<file path="src/source/gemm_pkg.sv">
// GEMM engine shared definitions
`default_nettype none

package gemm_pkg;

    // Array and memory sizes --------
    localparam int num_tiles         = 4;
    localparam int tile_idx_width    = $clog2(num_tiles);
    localparam int word_width        = 32;  // Command and data word
    localparam int lane_width        = 8;   // Signed element
    localparam int lanes             = word_width / lane_width;
    localparam int result_width      = 16;  // Sums wrap modulo 2^16
    localparam int mem_depth         = 64;  // Words per operand memory
    localparam int mem_addr_width    = 6;
    localparam int dim_width         = 3;   // Dimension minus one
    localparam int cmd_fifo_depth    = 16;
    localparam int result_fifo_depth = 64;

    // Command word layout --------
    localparam int op_width = 4;
    localparam int op_lsb   = 28;  // Opcode in the top nibble
    localparam int side_bit = 27;  // Load side, 0 left and 1 right
    localparam int mask_lsb = 23;  // Tile mask, num_tiles bits
    localparam int rows_lsb = 6;   // B-1
    localparam int cols_lsb = 3;   // C-1
    localparam int vec_lsb  = 0;   // V-1
    localparam int addr_lsb = 0;   // Load word address

    typedef enum logic [op_width-1:0] {
        op_nop    = 4'd0,
        op_load   = 4'd1,  // Next FIFO word is the data
        op_matmul = 4'd2
    } opcode_e;

    // Broadcast write to the tile operand memories
    typedef struct packed {
        logic                      en;
        logic [num_tiles-1:0]      mask;
        logic                      side;
        logic [mem_addr_width-1:0] addr;
        logic [word_width-1:0]     data;
    } tile_wr_t;

    // Matmul launch, start is a single-cycle pulse
    typedef struct packed {
        logic                 start;
        logic [num_tiles-1:0] mask;
        logic [dim_width-1:0] rows;
        logic [dim_width-1:0] cols;
        logic [dim_width-1:0] vec_len;
    } matmul_cmd_t;

    typedef enum logic [1:0] {mc_idle, mc_load_data, mc_wait} mc_state_e;
    typedef enum logic [1:0] {ts_idle, ts_read, ts_mac, ts_hold} tile_state_e;
    typedef enum logic [1:0] {arb_idle, arb_collect, arb_next_tile, arb_next_row} arb_state_e;

endpackage

`default_nettype wire

</file>
<file path="src/source/result_arbiter.sv">
// Row-interleaved result collector
`default_nettype none

module result_arbiter (
    input  wire logic                                  i_clk,
    input  wire logic                                  i_reset_n,
    input  wire gemm_pkg::matmul_cmd_t                 i_matmul,
    input  wire logic [gemm_pkg::num_tiles-1:0][gemm_pkg::result_width-1:0] i_tile_data,
    input  wire logic [gemm_pkg::num_tiles-1:0]        i_tile_valid,
    output logic      [gemm_pkg::num_tiles-1:0]        o_tile_ready,
    input  wire logic                                  i_fifo_full,
    output logic      [gemm_pkg::result_width-1:0]     o_fifo_wdata,
    output logic                                       o_fifo_wen,
    output logic                                       o_done
);

    gemm_pkg::arb_state_e state_q;

    logic [gemm_pkg::tile_idx_width-1:0] tile_cnt;
    logic [gemm_pkg::dim_width-1:0]      row_cnt;
    logic [gemm_pkg::dim_width-1:0]      col_cnt;
    logic [gemm_pkg::num_tiles-1:0]      mask_q;
    logic [gemm_pkg::dim_width-1:0]      rows_q;
    logic [gemm_pkg::dim_width-1:0]      cols_q;
    logic                                done_q;
    logic                                take;       // Transfer tile to FIFO this cycle
    logic                                last_take;  // Final result of the matmul

    // Handshake, the only place the full flag is tested
    assign take = (state_q == gemm_pkg::arb_collect) && mask_q[tile_cnt] &&
                  i_tile_valid[tile_cnt] && !i_fifo_full;
    // Last row, last column and no enabled tile above this one
    assign last_take = (row_cnt == rows_q) && (col_cnt == cols_q) &&
                       ((mask_q >> (tile_cnt + 1)) == '0);

    always_comb begin
        o_tile_ready           = '0;
        o_tile_ready[tile_cnt] = take;
    end
    assign o_fifo_wen   = take;
    assign o_fifo_wdata = i_tile_data[tile_cnt];
    assign o_done       = done_q;

    // FSM --------------------
    always_ff @(posedge i_clk) begin
        if (!i_reset_n) begin
            state_q  <= gemm_pkg::arb_idle;
            done_q   <= 1'b0;
            tile_cnt <= '0;
            row_cnt  <= '0;
            col_cnt  <= '0;
        end else begin
            done_q <= 1'b0;
            case (state_q)
                gemm_pkg::arb_idle: begin
                    if (i_matmul.start) begin
                        tile_cnt <= '0;
                        row_cnt  <= '0;
                        col_cnt  <= '0;
                        state_q  <= gemm_pkg::arb_collect;
                    end
                end
                gemm_pkg::arb_collect: begin
                    if (!mask_q[tile_cnt]) begin
                        state_q <= gemm_pkg::arb_next_tile;  // Skip disabled tile
                    end else if (take) begin
                        if (col_cnt == cols_q) begin
                            col_cnt <= '0;
                            done_q  <= last_take;
                            state_q <= last_take ? gemm_pkg::arb_idle : gemm_pkg::arb_next_tile;
                        end else begin
                            col_cnt <= col_cnt + 1'b1;
                        end
                    end
                end
                gemm_pkg::arb_next_tile: begin
                    if (tile_cnt == gemm_pkg::num_tiles - 1) begin
                        state_q <= gemm_pkg::arb_next_row;
                    end else begin
                        tile_cnt <= tile_cnt + 1'b1;
                        state_q  <= gemm_pkg::arb_collect;
                    end
                end
                gemm_pkg::arb_next_row: begin
                    tile_cnt <= '0;
                    row_cnt  <= row_cnt + 1'b1;
                    state_q  <= gemm_pkg::arb_collect;
                end
                default: state_q <= gemm_pkg::arb_idle;
            endcase
        end
    end

    // Matmul shape, latched at start
    always_ff @(posedge i_clk) begin
        if (state_q == gemm_pkg::arb_idle && i_matmul.start) begin
            mask_q <= i_matmul.mask;
            rows_q <= i_matmul.rows;
            cols_q <= i_matmul.cols;
        end
    end

endmodule

`default_nettype wire

</file>
<file path="config.mk">
export PLATFORM = sky130hd
export DESIGN_NAME = result_arbiter
export DESIGN_NICKNAME = d
export VERILOG_FILES = /design/src/source/gemm_pkg.sv /design/src/source/result_arbiter.sv
export SDC_FILE = /design/constraint.sdc
export NUM_CORES = 1
export LEC_CHECK = 0
export ABC_AREA = 1
export BUFFER_PORTS_ARGS = -buffer_cell sky130_fd_sc_hd__buf_2
export CAP_MARGIN = 20
export CORE_UTILIZATION = 40
export CTS_BUF_LIST = sky130_fd_sc_hd__clkbuf_8
export DETAILED_ROUTE_END_ITERATION = 10
export HOLD_SLACK_MARGIN = 0.06
export PLACE_DENSITY = 0.76
export SYNTH_ARGS = -nofsm -noshare
export SYNTH_HDL_FRONTEND = slang
export SYNTH_SLANG_ARGS = --single-unit
</file>
<file path="constraint.sdc">
create_clock -name i_clk -period 1.8 [get_ports i_clk]
set_input_delay 0 -clock i_clk [delete_from_list [all_inputs] [get_ports i_clk]]
set_output_delay 0 -clock i_clk [all_outputs]
set_load 0.1 [all_outputs]
</file>
### Yosys cells after proc, flatten, opt, wreduce, memory -nomap -nowiden

Cells that the tools add are included.

| cells by class | value |
|---|---|
| $add $sub $neg | 4 |
| magnitude comparators | 2 |
| eq/ne operators | 12 |
| shift operators | 1 |
| muxes and demuxes | 24 |
| bitwise logic cells | 1 |
| reduce and logical (&&, ||, !) cells | 18 |

Operator list:

| operator | count |
|---|---|
| 16-bit binary-select mux with 2-bit select | 1 |
| 16-bit two-way mux | 1 |
| 2-bit two-way mux | 8 |
| 3-bit two-way mux | 4 |
| 3-bit case mux with 2 select lines | 2 |
| 2-bit case mux with 4 select lines | 1 |
| 1-bit logical AND | 7 |
| 3-bit by 1-bit adder with 3-bit output (second input constant) | 2 |
| 2-bit == test (second input constant) | 3 |
| 3-bit == test | 2 |
| 2-bit != test (second input constant) | 3 |
| 3-bit != test (second input constant) | 2 |
| 2-bit case mux with 3 select lines | 1 |
| 3-bit AND reduction | 2 |
| 5-bit AND reduction | 1 |
| 4-bit bitwise AND | 1 |
| 1-bit binary-select mux with 2-bit select | 2 |
| 4-bit zero test | 1 |
| 4-bit AND reduction | 1 |
| 2-bit nonzero test | 2 |
| 4-bit by 3-bit right shift with 4-bit output | 1 |
| 2-bit by 1-bit adder with 3-bit output (second input constant) | 1 |
| 2-bit by 3-bit < comparator with 1-bit output (second input constant) | 1 |
| 1-bit two-way mux | 3 |
| 9 further kinds | 9 |

| word-level totals | value |
|---|---|
| bits in registers | 21 |
| input bits | 85 |
| output and inout port bits | 22 |
| logic and storage cells | 70 |

### Logic depth before layout (Yosys ltp)

Gate-level depths: netlist (run 1).

| depth | value |
|---|---|
| depth in word-level cells | 9 |
| gate-level depth with buffers | 11 |
| gate-level depth less buffers | 10 |

### Worst setup path before layout (run 1)

No wires, ideal clock.

| timing path | value |
|---|---|
| path kind | register to output |
| from | register state_q[1] |
| to | output o_tile_ready[0] (netlist bit) |
| arrival | 3075 ps |
| slack | -1275 ps |
| stages on the path, launching flop included | 7 |
| cells stage by stage | dfxtp_1 -> inv_1 -> ha_1 -> nand3_4 -> nor2_2 -> inv_2 -> nor2_1 |

| between the ends | value |
|---|---|
| cells in the longest elaborated chain, start to end | 5 |

RTL lines:

| what | line | source |
|---|---|---|
| from (decl) | result_arbiter.sv:17 | `gemm_pkg::arb_state_e state_q;` |
| from (signal assigned) | result_arbiter.sv:47 | `state_q <= gemm_pkg::arb_idle;` |
| from (signal assigned) | result_arbiter.sv:60 | `state_q <= gemm_pkg::arb_collect;` |
| from (signal assigned) | result_arbiter.sv:65 | `state_q <= gemm_pkg::arb_next_tile;` |
| 2-bit by 1-bit == test with 1-bit output | result_arbiter.sv:30 | `assign take = (state_q == gemm_pkg::arb_collect) && mask_q[tile_cnt] &&` |
| 1-bit logical AND (2 in a row) | result_arbiter.sv:30 |  |
| 1-bit logical AND | result_arbiter.sv:31 | `i_tile_valid[tile_cnt] && !i_fifo_full;` |
| net o_fifo_wen | result_arbiter.sv:13 | `output logic o_fifo_wen,` |
| 4-bit bitwise AND (no source line) | - |  |
| to (decl) | result_arbiter.sv:10 | `output logic [gemm_pkg::num_tiles-1:0] o_tile_ready,` |

The timed path passes the listed nets, and every way through them passes these cells.

### Worst setup path in the final report (run 1)

| timing path | value |
|---|---|
| from | register tile_cnt[0] (netlist bit) |
| to | output o_fifo_wdata[8] (netlist bit) |

| between the ends | value |
|---|---|
| cells in the longest elaborated chain, start to end | 2 |

RTL lines:

| what | line | source |
|---|---|---|
| from (decl) | result_arbiter.sv:19 | `logic [gemm_pkg::tile_idx_width-1:0] tile_cnt;` |
| from (signal assigned) | result_arbiter.sv:80 | `tile_cnt <= tile_cnt + 1'b1;` |
| 16-bit binary-select mux with 2-bit select | result_arbiter.sv:41 | `assign o_fifo_wdata = i_tile_data[tile_cnt];` |
| 16-bit two-way mux (not written as such) | result_arbiter.sv:41 |  |
| to (decl) | result_arbiter.sv:12 | `output logic [gemm_pkg::result_width-1:0] o_fifo_wdata,` |

No other way between the ends. The select of a mux whose other input is x is not followed.

==> impl_metrics.toml, run 1 <==
[place]
dpl.cell_count = 394
gp_congestion = 0.911
post-place-ws_ps = 172
dp_hpwl_mm = 4.11
place.port_buffers = 103

[clocking]
cts_tree = "done"
cts.sinks = 21
root_buffer = "clkbuf_8"
htree_levels = 1
cts_made_buffers = 3
clkSlewWorstSetupHoldPaths_ps = 70
clock_path_buffers = 2
clock_latency_ps = 260

[yosys]
yosysSeqAreaShare_pct = 30.4
syn_nets = 344
synth_top_family_by_area = "simple AND/OR/NAND/NOR gates"
netlist_instances = 248
synth_area_um2 = 1710
yosys.area_share.simple_pct = 26.0
avgSynthCellArea_um2 = 6.90
synth_cell_type_count = 29
synth_fa_ha_area_share_pct = 8.05
yosys-mux-area-fraction_pct = 0
synth_compound_area_share_pct = 22.2
synth-xor-area-share_pct = 3.07
yosysWarnings = 0
synth_seq_cells = 21

[setup_path]
crit_fanout = 32
crit_path_start_kind = "flip-flop"
rr_startpoint = "state_q[1]"
crit_path_end_kind = "primary output"
r2r_slack_ps = 170
critPathKind = "flip-flop to primary output"
r2r_end = "state_q[1]"
critPathArrivalTime_ps = 1730
crit_required_ps = 1800
worst-r2r-cell-count = 9

[layout]
final_cells = 413
fin_nets = 460
syn2layout_area_growth_pct = 70.2
regArea_um2 = 524
utilization_pct = 71.8
n_antenna_cell = 0
n_fill_cell = 330
multiInputGateArea_um2 = 1150
drive_gt1_share_pct = 41.3

[routing]
drc = 0
dr.pass1.iters = 4
antenna_left = 0
vias_per_cell = 5.08
via_count = 2099
wl_per_cell_um = 12.7
finalWirelength_mm = 5.23
drtIter0Drc = 71

[global_routing]
antenna_found_initial = 0
grt-ovfl-total = 0
top_usage_layer = "met2"
use_met1_pct = 28.6
first_global_vias = 1968
grt_pass1_wl_mm = 8.36
use_met3_pct = 3.38
track_usage_pct = 24.0
grt_start_max_net_pins = 33
use_met2_pct = 42.4

[outcome]
run_status = "completed"

[timing]
hold_violations = 0
setup_viol = 0
maxSlewViolCount = 0
slew-limit-headroom_pct = 67.6
fin_setup_tns_ps = 0
post-route-period-util_pct = 96.0
rsz0062_at_grt = "false"
setup_slack_ps = 72.7
min_period_ps = 1730
fmax_mhz = 579
tightestPinTransition_ps = 490
skew_ps = 1.64

[floorplanning]
core_um2 = 4060
ios = 107
die_h_um = 67.4
num_rows = 23
die_area_um2 = 4540
fp.dieW_um = 67.4
initial_core_util_pct = 42.2

[run]
drv_cap = 0

[hold_path]
min_to = "row_cnt[2]"
worstHoldStart = "i_matmul[13]"
min_path_type = "primary input to flip-flop"
hold_depth = 4

[pwr]
irDropWorstVdd_mv = 1.59
leakagePower_nw = 1.38
powerDensity_nw_per_um2 = 2080
==> report_power, final <==
group          internal [W]  total, W  switching, W
registers          0.000635  0.000746      0.000111
clock network      0.000152  0.000305      0.000153
logic               0.00173   0.00501       0.00328
==> cells in the mapped netlist <==
| cell type | count | share of area [%] |
|---|---|---|
| a21oi_1 | 12 | 3.5 |
| nand2_1 | 31 | 6.8 |
| a211oi_1 | 2 | 0.88 |
| nor2_2 | 1 | 0.37 |
| nand2_4 | 1 | 0.66 |
| nand3_1 | 15 | 4.4 |
| edfxtp_1 | 10 | 18 |
| a21boi_0 | 1 | 0.44 |
| o21ai_0 | 33 | 9.7 |
| inv_2 | 2 | 0.44 |
| nand2_2 | 3 | 1.1 |
| or2_2 | 1 | 0.37 |
| o21bai_1 | 1 | 0.44 |
| buf_6 | 2 | 1.3 |
| buf_2 | 2 | 0.59 |
| dfxtp_1 | 11 | 13 |
| ha_1 | 11 | 8.0 |
| o221ai_1 | 1 | 0.51 |
| nor2_1 | 46 | 10 |
| o22ai_1 | 16 | 5.9 |
| nor3_1 | 2 | 0.59 |
| nand3_4 | 1 | 1.0 |
| o21ai_4 | 1 | 0.95 |
| clkbuf_1 | 8 | 1.8 |
| buf_4 | 1 | 0.44 |
| clkinv_1 | 1 | 0.22 |
| nand3_2 | 1 | 0.59 |
| inv_1 | 25 | 5.5 |
| xnor2_1 | 6 | 3.1 |
==> metrics by stage <==
stage	area, µm²	hold slack (ps)	power, W
2_1_floorplan	1850	98.9	0.00415
3_3_place_gp	2720	176	0.00563
3_5_place_dp	2720	178	0.00570
4_1_cts	2880	189	0.00603
5_1_grt	2910	199	0.00637
6_report	2910	187	0.00606
==> cell usage in the layout (no fill, tap or decap), drive strengths merged <==
| cell | Yosys | routed |
|---|---|---|
| a211oi | 2 | 2 |
| a21boi | 1 | 1 |
| a21oi | 12 | 12 |
| buf | 5 | 113 |
| clkbuf | 8 | 3 |
| clkinv | 1 | 1 |
| clkinvlp | 0 | 1 |
| dfxtp | 11 | 11 |
| dlygate4sd3 | 0 | 11 |
| edfxtp | 10 | 10 |
| ha | 11 | 11 |
| inv | 27 | 27 |
| nand2 | 35 | 35 |
| nand3 | 17 | 17 |
| nor2 | 47 | 47 |
| nor3 | 2 | 2 |
| o21ai | 34 | 34 |
| o21bai | 1 | 1 |
| o221ai | 1 | 1 |
| o22ai | 16 | 16 |
| or2 | 1 | 1 |
| xnor2 | 6 | 6 |
==> worst max-delay path by stage <==
stage,start,end,slack (ps),cells past startpoint
floorplan,tile_cnt[1],o_tile_ready[1],-170,7
global placement,state_q[1],state_q[1],260,9
detailed placement,state_q[1],state_q[1],170,9
CTS,tile_cnt[1],o_tile_ready[1],0.3,8
global route,tile_cnt[0],o_fifo_wdata[9],0.07,5
finish,tile_cnt[0],o_fifo_wdata[8],70,5
==> state kept, by name (all words and copies together) (netlist names) <==
name,count
rows_q,3
cols_q,3
o_done,1
col_cnt,3
tile_cnt,2
state_q,2
mask_q,4
row_cnt,3
==> final cells by class <==
| cell class | instances | share of cell area (%) |
|---|---|---|
| Sequential cell | 21 | 18.0 |
| Multi-Input combinational cell | 186 | 39.6 |
| Tap cell | 50 | 2.15 |
| Clock buffer | 3 | 1.42 |
| Clock inverter | 1 | 0.129 |
| Inverter | 28 | 3.82 |
| Timing Repair Buffer | 124 | 34.9 |
==> cell families after synthesis <==
family                     after synthesis
xor gates and xnor gates                 6
DFF                                     21
AOI/OAI and AO/OA                       67
adders and majority gates               11
buffers and inverters                   41
and+or+nand+nor                        102
==> per-layer routing <==
layer	wire (µm)	up-vias
met2	2630	75
met1	2140	951
li1	-	1054
met5	0	-
met3	284	19
met4	174	0
==> worst max-delay path, stage by stage, from the launching register on <==
cell	delay, ps
dfxtp_4	390
inv_2	160
buf_4	310
o21ai_0	200
o22ai_2	190
buf_12	200
==> repair_timing <==
action	4_1_cts	5_1_grt
endpoints found under the hold margin	15	0
setup endpoints to repair	1	4
hold buffers	11	0
setup buffers	0	4
pin swaps	0	1
gates resized for setup	1	1
(Power assumes the default switching activity.)
==> run 2, diff against run 1 <==
- ABC_AREA: 1 -> default
- PLACE_DENSITY: 0.76 -> 0.77
==> impl_metrics.toml, run 2 <==
[outcome]
run_status = "completed"

[routing]
drtIter0Drc = 37
finalWirelength_mm = 4.83
vias_per_cell = 5.21
dr.pass1.iters = 4
wl_per_cell_um = 15.8
drc = 0
antenna_left = 0
via_count = 1590

[yosys]
synthTopCellsByArea = "edfxtp_1 19%, mux4_2 14%, dfxtp_1 14%, mux4_1 12%, ha_1 8.6%"
yosysSeqAreaShare_pct = 32.7
yosysWarnings = 0
syn_nets = 226
synth_edf_count = 10
ys.flop_type = "dfxtp_1"
yosys.area_share.simple_pct = 14.8
yosys-mux-area-fraction_pct = 30.4
synth_fa_ha_area_share_pct = 8.63
synth_area_um2 = 1590
synth_top_area_share_pct = 18.8
ys_async_sr_fraction_pct = 0
avgSynthCellArea_um2 = 12.3
synth_compound_area_share_pct = 6.83
synth_seq_cells = 21
synth_cell_type_count = 37
netlist_instances = 130
synthTopCellsByCount = "11 x dfxtp_1, 11 x ha_1, 11 x nand2_1"
synth_top_cell_by_area = "edfxtp_1"
synth_top_family_by_area = "multiplexers"
synth-xor-area-share_pct = 3.30

[floorplanning]
num_rows = 22
core_um2 = 3740
fp.dieW_um = 65.1
initial_core_util_pct = 42.6
die_h_um = 65.1
die_area_um2 = 4240
ios = 107

[layout]
syn2layout_area_growth_pct = 60.3
n_fill_cell = 300
final_cells = 305
fin_nets = 354
regMostFlops = "mask_q"
final_common_cell = "buf_2"
drive_gt1_share_pct = 59.1
n_antenna_cell = 0
final_cell_mix = "97 x buf_2, 15 x buf_4, 11 x mux4_2"
largest_register_ffs = 4

[clocking]
cts_made_buffers = 3
htree_levels = 1
clock_path_buffers = 2
clkSlewWorstSetupHoldPaths_ps = 80
root_buffer = "clkbuf_8"
cts.sinks = 21
clock_latency_ps = 270
cts_tree = "done"

[pwr]
leakagePower_nw = 1.15
powerDensity_nw_per_um2 = 644
irDropWorstVdd_mv = 0.458

[timing]
post-route-period-util_pct = 97.7
setup_viol = 0
maxSlewViolCount = 0
whs_ps = 123
skew_ps = 4.02
slew-limit-headroom_pct = 66.5
fmax_mhz = 568
rsz0062_at_grt = "true"
fin_setup_tns_ps = 0
hold_violations = 0
min_period_ps = 1760
tightestPinTransition_ps = 506

[setup_path]
crit_fanout = 8
worst-r2r-cell-count = 5
critPathArrivalTime_ps = 1760
critPathKind = "flip-flop to primary output"
crit_required_ps = 1800
crit_path_start_kind = "flip-flop"
crit_path_end_kind = "primary output"

[place]
dp_hpwl_mm = 3.61
gp_congestion = 0.827
place.port_buffers = 103
dpl.cell_count = 283

[global_routing]
track_usage_pct = 22.5
grt_pass1_wl_mm = 7.15
first_global_vias = 1605
grt-ovfl-total = 0
antenna_found_initial = 0
grt_start_max_net_pins = 18

[hold_path]
hold_depth = 2
min_path_type = "primary input to flip-flop"

[run]
drv_cap = 0
-- run 2: cell count changes after synthesis, moves of 6 or more --
cell and change:
o22ai_1 -15, nand2_1 -20, mux2i_1 +6, nand3_1 -13, mux4_2 +10, and2_1 +7
mux4_1 +7, nor2b_1 +9, a21oi_1 -11, nor2_1 -45, inv_1 -22, o21ai_0 -29
-- run 2: final timing paths --
| check | start | to | slack, ps |
|---|---|---|---|
| worst max-delay path | tile_cnt[1] | o_tile_ready[1] | 40 |
| worst min-delay path | i_reset_n | tile_cnt[1] | 120 |
| worst max register to register | mask_q[3] | state_q[1] | 60 |
| worst min register to register | col_cnt[1] | col_cnt[1] | 490 |
-- run 2: repair_timing --
| action | 4_1_cts | 5_1_grt |
|---|---|---|
| gates resized for setup | 7 | 11 |
| buffers inserted | 3 | 6 |
| hold buffers | 10 | 0 |
| hold endpoints to repair | 10 | 0 |
| setup endpoints to repair | 15 | 16 |
| pin swaps | 0 | 3 |
-- run 2: metal layers --
layer	vias to the layer above	GRT usage [%]	part of all wire [%]
met5	-	0	0
met4	0	7.07	1.6
met2	80	45.4	55
met1	743	23.2	37
li1	757	-	-
met3	10	3.65	7.2
-- run 2: final cells by class --
type | instances | area (µm²) | share of cell area [%]
Clock buffer | 3 | 41.3 | 1.62
Timing Repair Buffer | 130 | 828 | 32.4
Multi-Input combinational cell | 98 | 1080 | 42.2
Tap cell | 48 | 60.1 | 2.35
Clock inverter | 1 | 5.00 | 0.196
Inverter | 4 | 17.5 | 0.686
Sequential cell | 21 | 526 | 20.6
-- run 2: kinds of logic after synthesis --
kind of cell / Yosys count
DFF: 21
buffers and inverters: 11
xor gates and xnor gates: 6
and+or+nand+nor: 42
muxes: 24
adders and majority gates: 11
AOI/OAI and AO/OA: 15
-- run 2: stage by stage --
step	util [%]	setup WS, ps	area, µm²	power (W)
floorplan	-	28.4	1610	0.00105
global placement	61.4	92.6	2300	0.00123
detailed placement	61.4	65.3	2300	0.00124
CTS	66.3	0.679	2480	0.00160
global route	68.2	-18.1	2550	0.00171
finish	68.2	40.5	2550	0.00165
-- run 2: report_power, final --
| part | internal (W) | total [W] | leakage, nW | switching (W) |
|---|---|---|---|---|
| logic | 0.000295 | 0.000737 | 0.937 | 0.000442 |
| clock network | 0.000155 | 0.000327 | 0.0255 | 0.000172 |
| registers | 0.000557 | 0.000583 | 0.186 | 0.0000257 |
-- run 2: critical path, cell delays in order (launching register included) --
cell and delay (ps):
dfxtp_2 340, buf_6 130, mux2i_2 160, o22ai_4 200, nor2b_4 290, and2_4 200, buf_12 160
